**config.mk**
```make
export PLATFORM = sky130hd
export DESIGN_NAME = mixer_top
export DESIGN_NICKNAME = d
export VERILOG_FILES = /design/src/synth_pkg.sv /design/src/param_regs.sv /design/src/osc_mix_pipe.sv /design/src/voice_mix_out.sv /design/src/mixer_top.sv
export SDC_FILE = /design/constraint.sdc
export NUM_CORES = 2
export LEC_CHECK = 0
export BUFFER_PORTS_ARGS = -buffer_cell sky130_fd_sc_hd__buf_2
export CORE_MARGIN = 4
export CORE_UTILIZATION = 45
export CTS_CLUSTER_DIAMETER = 50
export CTS_CLUSTER_SIZE = 25
export DETAILED_ROUTE_END_ITERATION = 10
export MAX_ROUTING_LAYER = met4
export SYNTH_ARGS = -nofsm -noshare
export SYNTH_HDL_FRONTEND = slang
export SYNTH_HIERARCHICAL = 1
export SYNTH_SLANG_ARGS = --single-unit
```
**constraint.sdc**
```tcl
create_clock -name sCLK_XVXENVS -period 8.08 [get_ports sCLK_XVXENVS]
set_input_delay 0.808 -clock sCLK_XVXENVS [delete_from_list [all_inputs] [get_ports sCLK_XVXENVS]]
set_output_delay 0.808 -clock sCLK_XVXENVS [all_outputs]
set_load 0.03 [all_outputs]
```
**src/synth_pkg.sv**
```systemverilog
package synth_pkg;

	// voice and oscillator geometry
	localparam int V_OSC   = 4;	// one 16-address block per osc
	localparam int V_WIDTH = 3;
	localparam int O_WIDTH = 2;

	// datapath widths
	localparam int LS_W   = 25;	// level x sine
	localparam int LVL_W  = 32;	// after osc level
	localparam int PROD_W = 41;	// after pan factor
	localparam int ACC_W  = 64;

	// parameter bus address map
	localparam logic [3:0] ADR_OSC_LVL = 4'd2;	// offset inside osc block
	localparam logic [3:0] ADR_OSC_PAN = 4'd7;
	localparam logic [6:0] ADR_M_VOL   = 7'd1;	// common space

	// one slot of the envelope/sine engine
	typedef struct packed {
		logic [V_WIDTH-1:0] voice;
		logic [O_WIDTH-1:0] osc;
	} slot_t;

	// programmed values of a single oscillator
	typedef struct packed {
		logic signed [7:0] lvl;
		logic signed [7:0] pan;
	} osc_param_t;

	// panned products of one slot, tagged with that slot
	typedef struct packed {
		logic signed [PROD_W-1:0] left;
		logic signed [PROD_W-1:0] right;
		slot_t                    tag;
	} mix_prod_t;

endpackage

```
**src/param_regs.sv**
```systemverilog
module param_regs import synth_pkg::*; (
	input  logic                           sCLK_XVXENVS,
	input  logic                           reset_data_N,
	input  logic [6:0]                     adr,
	input  logic [7:0]                     wdata,
	input  logic                           write,
	input  logic                           read,
	input  logic                           osc_sel,
	input  logic                           com_sel,
	output logic [7:0]                     rdata,
	output osc_param_t [V_OSC-1:0]         osc_params,
	output logic signed [7:0]              m_vol
);

	logic               osc_hit;	// address lands in the osc space
	logic [O_WIDTH-1:0] osc_idx;
	logic [3:0]         osc_offs;
	logic               com_hit;
	logic [7:0]         rd_val;

	// osc blocks sit at 16-address strides, upper half of adr unmapped
	assign osc_hit  = osc_sel && (adr[6] == 1'b0);
	assign osc_idx  = adr[5:4];
	assign osc_offs = adr[3:0];
	assign com_hit  = com_sel && (adr == ADR_M_VOL);

	// register file with reset defaults
	always_ff @(posedge sCLK_XVXENVS) begin
		if (!reset_data_N) begin
			for (int i = 0; i < V_OSC; i++) begin
				osc_params[i].lvl <= (i <= 1) ? 8'sh40 : 8'sh00;	// only osc 0 and 1 audible
				osc_params[i].pan <= 8'sh40;	// centre
			end
			m_vol <= 8'sh40;
		end else if (write) begin
			if (osc_hit) begin
				case (osc_offs)
					ADR_OSC_LVL: osc_params[osc_idx].lvl <= wdata;
					ADR_OSC_PAN: osc_params[osc_idx].pan <= wdata;
					default: ;
				endcase
			end else if (com_hit) begin
				m_vol <= wdata;
			end
		end
	end

	// read mux, anything not mapped gives 0
	always_comb begin
		rd_val = 8'h00;
		if (osc_hit) begin
			case (osc_offs)
				ADR_OSC_LVL: rd_val = osc_params[osc_idx].lvl;
				ADR_OSC_PAN: rd_val = osc_params[osc_idx].pan;
				default:     rd_val = 8'h00;
			endcase
		end else if (com_hit) begin
			rd_val = m_vol;
		end
	end

	// rdata holds until the next read pulse
	always_ff @(posedge sCLK_XVXENVS) begin
		if (!reset_data_N) begin
			rdata <= 8'h00;
		end else if (read) begin
			rdata <= rd_val;
		end
	end

	// the bus master never selects both spaces for one access
	a_one_select: assert property (
		@(posedge sCLK_XVXENVS) disable iff (!reset_data_N)
		(write || read) |-> !(osc_sel && com_sel)
	) else $error("osc_sel and com_sel both high during a bus access");

endmodule

```
**src/osc_mix_pipe.sv**
```systemverilog
module osc_mix_pipe import synth_pkg::*; #(
	parameter int VOICES = 8
) (
	input  logic                     sCLK_XVXENVS,
	input  logic                     reset_data_N,
	input  slot_t                    slot,
	input  logic signed [7:0]        level,
	input  logic signed [16:0]       sine,
	input  osc_param_t [V_OSC-1:0]   osc_params,
	output mix_prod_t                prod
);

	// stage 1
	slot_t                   s1_tag;
	logic signed [LS_W-1:0]  s1_ls;	// level x sine

	// stage 2
	slot_t                   s2_tag;
	logic signed [LVL_W-1:0] s2_mix;
	logic signed [7:0]       s2_pan;	// pan sampled with lvl

	// pan factors, 127 - pan needs the ninth bit
	logic signed [8:0] pan_r;
	logic signed [8:0] pan_l;

	assign pan_r = s2_pan;
	assign pan_l = 9'sd127 - pan_r;

	always_ff @(posedge sCLK_XVXENVS) begin
		if (!reset_data_N) begin
			s1_tag     <= '0;
			s1_ls      <= '0;
			s2_tag     <= '0;
			s2_mix     <= '0;
			s2_pan     <= '0;
			prod       <= '0;	// tag 0 keeps the frame end detector quiet
		end else begin
			s1_tag <= slot;
			s1_ls  <= level * sine;

			// osc params are read here, for the slot now in stage 2
			s2_tag <= s1_tag;
			s2_mix <= s1_ls * osc_params[s1_tag.osc].lvl;
			s2_pan <= osc_params[s1_tag.osc].pan;

			prod.tag   <= s2_tag;
			prod.left  <= s2_mix * pan_l;
			prod.right <= s2_mix * pan_r;
		end
	end

	// engine only visits configured voices
	a_voice_range: assert property (
		@(posedge sCLK_XVXENVS) disable iff (!reset_data_N)
		int'(slot.voice) < VOICES
	) else $error("slot voice %0d out of range", slot.voice);

endmodule

```
**src/voice_mix_out.sv**
```systemverilog
module voice_mix_out import synth_pkg::*; #(
	parameter int VOICES    = 8,
	parameter int OUT_SHIFT = 34
) (
	input  logic                sCLK_XVXENVS,
	input  logic                reset_data_N,
	input  mix_prod_t           prod,
	input  logic signed [7:0]   m_vol,
	output logic signed [15:0]  lsound_out,
	output logic signed [15:0]  rsound_out,
	output logic                sample_strobe
);

	logic signed [ACC_W-1:0] acc_l;
	logic signed [ACC_W-1:0] acc_r;
	logic signed [ACC_W-1:0] sum_l;	// running sum incl. current prod
	logic signed [ACC_W-1:0] sum_r;
	logic signed [ACC_W-1:0] full_l;
	logic signed [ACC_W-1:0] full_r;
	logic                    frame_end;

	assign frame_end = (prod.tag.voice == V_WIDTH'(VOICES - 1)) &&
		(prod.tag.osc == O_WIDTH'(V_OSC - 1));

	assign sum_l  = acc_l + prod.left;
	assign sum_r  = acc_r + prod.right;
	assign full_l = (sum_l * m_vol) >>> OUT_SHIFT;	// master volume then scale down
	assign full_r = (sum_r * m_vol) >>> OUT_SHIFT;

	always_ff @(posedge sCLK_XVXENVS) begin
		if (!reset_data_N) begin
			acc_l         <= '0;
			acc_r         <= '0;
			lsound_out    <= '0;
			rsound_out    <= '0;
			sample_strobe <= 1'b0;
		end else if (frame_end) begin
			lsound_out    <= full_l[15:0];
			rsound_out    <= full_r[15:0];
			sample_strobe <= 1'b1;
			acc_l         <= '0;	// next frame starts clean
			acc_r         <= '0;
		end else begin
			acc_l         <= sum_l;
			acc_r         <= sum_r;
			sample_strobe <= 1'b0;
		end
	end

	// one strobe per frame, frames are always longer than one slot
	a_strobe_pulse: assert property (
		@(posedge sCLK_XVXENVS) disable iff (!reset_data_N)
		sample_strobe |=> !sample_strobe
	) else $error("sample_strobe high on consecutive cycles");

endmodule

```
**src/mixer_top.sv**
```systemverilog
module mixer_top import synth_pkg::*; #(
	parameter int VOICES    = 8,
	parameter int OUT_SHIFT = 34
) (
	input  logic                sCLK_XVXENVS,
	input  logic                reset_data_N,
	// slot stream from the envelope/sine engine
	input  slot_t               slot,
	input  logic signed [7:0]   level,
	input  logic signed [16:0]  sine,
	// parameter bus
	input  logic [6:0]          adr,
	input  logic [7:0]          wdata,
	input  logic                write,
	input  logic                read,
	input  logic                osc_sel,
	input  logic                com_sel,
	output logic [7:0]          rdata,
	// stereo sample
	output logic signed [15:0]  lsound_out,
	output logic signed [15:0]  rsound_out,
	output logic                sample_strobe
);

	osc_param_t [V_OSC-1:0] osc_params;
	logic signed [7:0]      m_vol;
	mix_prod_t              prod;

	param_regs i_regs (
		.sCLK_XVXENVS (sCLK_XVXENVS),
		.reset_data_N (reset_data_N),
		.adr          (adr),
		.wdata        (wdata),
		.write        (write),
		.read         (read),
		.osc_sel      (osc_sel),
		.com_sel      (com_sel),
		.rdata        (rdata),
		.osc_params   (osc_params),
		.m_vol        (m_vol)
	);

	// 3 cycles slot to prod
	osc_mix_pipe #(.VOICES(VOICES)) i_pipe (
		.sCLK_XVXENVS (sCLK_XVXENVS),
		.reset_data_N (reset_data_N),
		.slot         (slot),
		.level        (level),
		.sine         (sine),
		.osc_params   (osc_params),
		.prod         (prod)
	);

	// one more cycle to the strobed sample
	voice_mix_out #(.VOICES(VOICES), .OUT_SHIFT(OUT_SHIFT)) i_out (
		.sCLK_XVXENVS  (sCLK_XVXENVS),
		.reset_data_N  (reset_data_N),
		.prod          (prod),
		.m_vol         (m_vol),
		.lsound_out    (lsound_out),
		.rsound_out    (rsound_out),
		.sample_strobe (sample_strobe)
	);

endmodule

```
* Word level (Yosys, flattened, before mapping)
Index checks and enable logic that the tools add are counted.
** Cells by class
- $add $sub $neg :: 3
- Multiply operators :: 6
- Order comparisons :: 3
- Eq/ne operators :: 5
- Muxes and demuxes :: 15
- Bitwise logic cells :: 3
- Reduce and logical (&&, ||, !) cells :: 8
** Operators with widths (number)
- 64-bit bitwise mux :: 2
- 64-bit by 8-bit multiplier with 50-bit output :: 2
- 64-bit case mux with 2 select lines :: 1
- 64-bit by 40-bit adder with 64-bit output :: 1
- 64-bit by 41-bit adder with 64-bit output :: 1
- 16-bit binary-select mux with 2-bit select :: 2
- 16-bit demux with 2-bit select :: 2
- 16-bit two-way mux :: 3
- 32-bit by 9-bit multiplier with 41-bit output :: 1
- 32-bit by 8-bit multiplier with 40-bit output :: 1
- 25-bit by 8-bit multiplier with 32-bit output :: 1
- 8-bit by 17-bit multiplier with 25-bit output :: 1
- 8-bit two-way mux :: 3
- 8-bit case mux with 2 select lines :: 1
- 8-bit by 8-bit subtractor with 9-bit output (first input constant) :: 1
- 7-bit by 1-bit == test with 1-bit output (second input constant) :: 1
- 2-bit by 3-bit < comparator with 1-bit output (second input constant) :: 2
- 3-bit AND reduction :: 2
- 4-bit by 2-bit == test with 1-bit output (second input constant) :: 1
- 4-bit by 3-bit == test with 1-bit output (second input constant) :: 1
- 1-bit logical AND :: 4
- 3-bit == test (second input constant) :: 1
- 1-bit NOT :: 3
- 2-bit == test (second input constant) :: 1
- 4 further kinds :: 4
** Storage, ports and cells
- Flip-flop bits (word level) :: 402
- Word-level logic and storage cells :: 69

* Depth between registers and ports, before layout
- Depth after elaboration :: 6
- Depth in mapped cells :: 37

* Cells and area by module
The synthesis kept the hierarchy.
** By module, submodules not included
- osc_mix_pipe :: times used 1, cells each 3622, area each 33549.7 um^2, sequential area each 3223.1 um^2
- voice_mix_out :: times used 1, cells each 3732, area each 31744.2 um^2, sequential area each 2662.6 um^2
- param_regs :: times used 1, cells each 348, area each 3834.9 um^2, sequential area each 1601.5 um^2

* Worst setup path after synthesis
Ideal clock, no wire load.
- Path kind :: flip-flop to flip-flop
- Start :: register, netlist name i_pipe/prod[15]
- End :: register i_out.rsound_out[15]
- Setup time :: 87 ps
- Arrival :: 7952 ps
- Setup slack :: 41 ps
- Cell stages (with the launch flop) :: 33
- Buffers on the path :: 0
- Clock period less this slack :: 8039 ps
- Path through :: dfxtp_1 -> ha_1 -> nand4_2 -> or4_4 -> o211ai_1 -> nand3_1 -> and2_1 -> o21bai_1 -> a21oi_1 -> o21ai_0 -> a21o_1 -> a21oi_1 -> xnor2_1 -> and2_1 -> fa_1 -> fa_1 -> fa_1 -> inv_1 -> fa_1 -> inv_1 -> ha_1 -> nand4_1 -> nor3_1 -> nand4_1 -> a2111oi_0 -> o31ai_1 -> o21ai_1 -> a31o_2 -> a21oi_1 -> o2111ai_1 -> xnor3_1 -> xnor3_1 -> o31ai_1
** On the way
- Longest elaborated chain between the ends :: 2
** Ends and longest elaborated chain
- 64-bit by 40-bit adder with 64-bit output :: line voice_mix_out.sv:26 : assign sum_r = acc_r + prod.right;
- 64-bit by 8-bit multiplier with 50-bit output :: line voice_mix_out.sv:28 : assign full_r = (sum_r * m_vol) >>> OUT_SHIFT;
- end signal: assignment :: line voice_mix_out.sv:39 : rsound_out <= full_r[15:0];
- end: declaration :: line voice_mix_out.sv:10 : output logic signed [15:0] rsound_out,
Every way passes these cells.
A chain may end at the register's enable or synchronous reset.

* Worst setup path after layout
- Start :: register, netlist name i_pipe/prod[12]
- End :: register i_out.rsound_out[14]
** On the way
- Longest elaborated chain between the ends :: 2
** Ends and longest elaborated chain (line)
- 64-bit by 40-bit adder with 64-bit output :: voice_mix_out.sv:26
- 64-bit by 8-bit multiplier with 50-bit output :: voice_mix_out.sv:28
Every way passes these cells.

==> results.cfg <==
[detailed_routing]
detail-route-antenna-nets = 0
drt_iter0_drc = 2379
drc = 0
firstDrtPassIters = 5
wl_per_cell_um = 17.9
routed_wl_um = 180000
viasPerCell = 5.11
vias = 51400

[synth]
synth_edf_count = 0
synth_top_family_by_area = adder cells
yosys.area.top_type = fa_1
ys_ff_latch = 374
synth_xor_area_frac = 0.0344
synth_top_area_frac = 0.344
netlist_area_mm2 = 0.0691
synthSimpleGateAreaFrac = 0.203
synth_top_flop_cell = dfxtp_1
asyncSetResetFlopFracSynth = 0
synth_area_leaders = fa_1 34%, ha_1 11%, dfxtp_1 11%
synth.avg_cell_area_um2 = 8.98
synth.area.mux_share = 0.0225
yosys_warnings = 6
seq_area_frac_synth = 0.108
synthAdderAreaFrac = 0.453
synth_fp_nets = 9541
syn_inst = 7702
synth_cell_types = 111
synth-compound-area-share = 0.0820

[sta]
worst_slew_pin_slew_ns = 1.12
relSlewSlack = 0.248
min_period_ns = 7.92
min_period_over_period = 0.981
rsz0062_at_grt = true
setup_violations = 0
hold_viol = 0
fin_setup_tns_ns = 0
fmax_mhz = 126
holdWs_ns = 0.347
maxSlewViolCount = 0
setup_slack_ns = 0.155
skew_ns = 0.0277

[floorplan]
io_pins = 92
rows = 143
core_mm2 = 0.152
die_w_um = 400
dieArea_mm2 = 0.160
initial_core_util = 0.454
fp.dieH_um = 400

[clocking]
clk_latency_ns = 0.67
cts_tree = done
h-tree-depth = 2
cts_inserted_buffers = 61
cts.clk_slew.worst_paths_ns = 0.06
clockBufferDepth = 3
clock-sinks = 374
cts_root_buf = clkbuf_16

[finish]
syn_to_final_growth_pct = 11.5
final_cell_mix = 1486 x inv_1, 1184 x fa_1, 1115 x and2_1
instances_no_fill = 10000
final_area_mm2 = 0.0771
drive_above_1_share = 0.103
fill_cells = 14400
fin_util = 0.506
final_common_cell = inv_1
nets = 9803

[critical_path]
worstSetupPathType = reg -> reg
path_max_fanout = 4
startpoint_type = flip-flop
worst_path_most_repeated_cell = fa_1
critPathTopFamily = adder cells
worst-path-buf-inv = 6
cp_slowest_stage_delay_ns = 0.52
cpMaxStageDelayCell = or4_4
cp.required_ns = 8.63
worst_ep_arrival_time_ns = 8.48
end_kind = flip-flop

[power_and_ir_drop]
power_mw = 18.6
power.density_mw_per_mm2 = 241
p_leak_nw = 39.2
ir_worst_vdd_uv = 386

[grt]
grt_pass1_wl_um = 297000
track_usage = 0.237
grt_max_degree = 88
grt_pass1_vias = 55400
overflow = 0
antenna_found_initial = 4

[placed_design]
placed_cells = 9914
place_hpwl_um = 143000
port_buffers = 91
gp_congestion = 0.886
dpl_cell_area_mm2 = 0.0740
post-place-ws_ns = -0.796

[status]
status = finished, final reports clean

[job]
maxCapViolations = 0

[hold_path]
hold_class = in -> reg
-- worst register-to-register path: cells and delay by family (launching register included) --
family                     cells  cell delay [ns]
AOI/OAI and AO/OA             14             2.46
DFF                            1             0.33
and+or+nand+nor                9             1.67
adders and majority gates      6             2.58
xor gates and xnor gates       1             0.15
buffers and inverters          6             0.62
-- logic make-up (layout without fill, tap and decap cells) --
logic type,Yosys count,in the layout
flip-flops,374,374
AND/OR/NAND/NOR,2528,2528
other,0,2
AO/OA/AOI/OAI,848,848
multiplexers,123,123
buffers and inverters,1779,2093
adder cells (fa/ha/maj),1788,1788
XOR/XNOR,262,262
-- final timing paths --
path	startpoint	endpoint	slack, ns	depth (start not counted)
hold reg to reg	i_pipe/s2_tag[2]	i_pipe/prod[2]	0.43	1
setup reg to reg	i_pipe/prod[12]	i_out/rsound_out[14]	0.16	36
setup / recovery	i_pipe/prod[12]	i_out/rsound_out[14]	0.16	36
hold / removal	slot[1]	i_pipe/s1_tag[1]	0.35	2
-- synthesized netlist by cell type (18+ instances only) --
library cell and count:
xnor2_1 153, and2_1 1121, fa_1 1188, a211oi_1 26
a31oi_1 19, nand3_1 61, inv_1 1488, o21ai_0 128
ha_1 600, o211ai_1 18, nor2_1 419, xor2_1 102
nand2b_1 157, o21bai_1 43, nor2b_1 212, and3_1 40
nand4_1 44, a21oi_1 271, a21o_1 127, mux2i_1 83
mux4_2 24, nand2_1 338, nor3_1 50, o21a_1 31
dfxtp_1 374, clkbuf_1 267, a22o_1 18
-- layer usage --
metal / global-route usage / wire, um
met1: 0.306 / 80700
met2: 0.405 / 88600
met3: 0.0249 / 6750
met4: 0.0520 / 4180
met5: - / 0
-- registers in the layout, indices dropped and copies added, names as in the netlist --
register	count
i_out/lsound_out	16
i_out/acc_r	50
i_pipe/s1_tag	5
i_regs/osc_params	64
i_pipe/s1_ls	25
i_pipe/s2_tag	5
i_pipe/prod	86
i_out/acc_l	50
i_regs/m_vol	8
i_regs/rdata	8
i_pipe/s2_pan	8
i_out/sample_strobe	1
i_out/rsound_out	16
i_pipe/s2_mix	32
-- final cells by class --
cell class / count / area (um2) / share of cell area
timing repair buffer: 486 / 3610 / 0.0469
multi-input combinational: 5549 / 55500 / 0.720
clock buffer: 64 / 1560 / 0.0202
antenna: 2 / 5.00 / 0.0000649
inverter: 1492 / 5600 / 0.0726
clock inverter: 51 / 737 / 0.00956
tap: 2030 / 2540 / 0.0329
sequential: 374 / 7510 / 0.0974
-- timing repair --
action,in CTS,in global routing
hold buffers,0,0
endpoints found under the setup margin,10,15
setup buffers,5,11
gates cloned,0,1
pin swaps,19,73
gates resized for setup,41,81
-- power breakdown --
group	leakage [nW]	switching, mW	internal (mW)
combinational	35.0	7.47	5.66
clock	1.11	1.18	1.72
sequential	3.06	0.383	2.18
total	39.2	9.04	9.56
(Power assumes the default switching activity.)
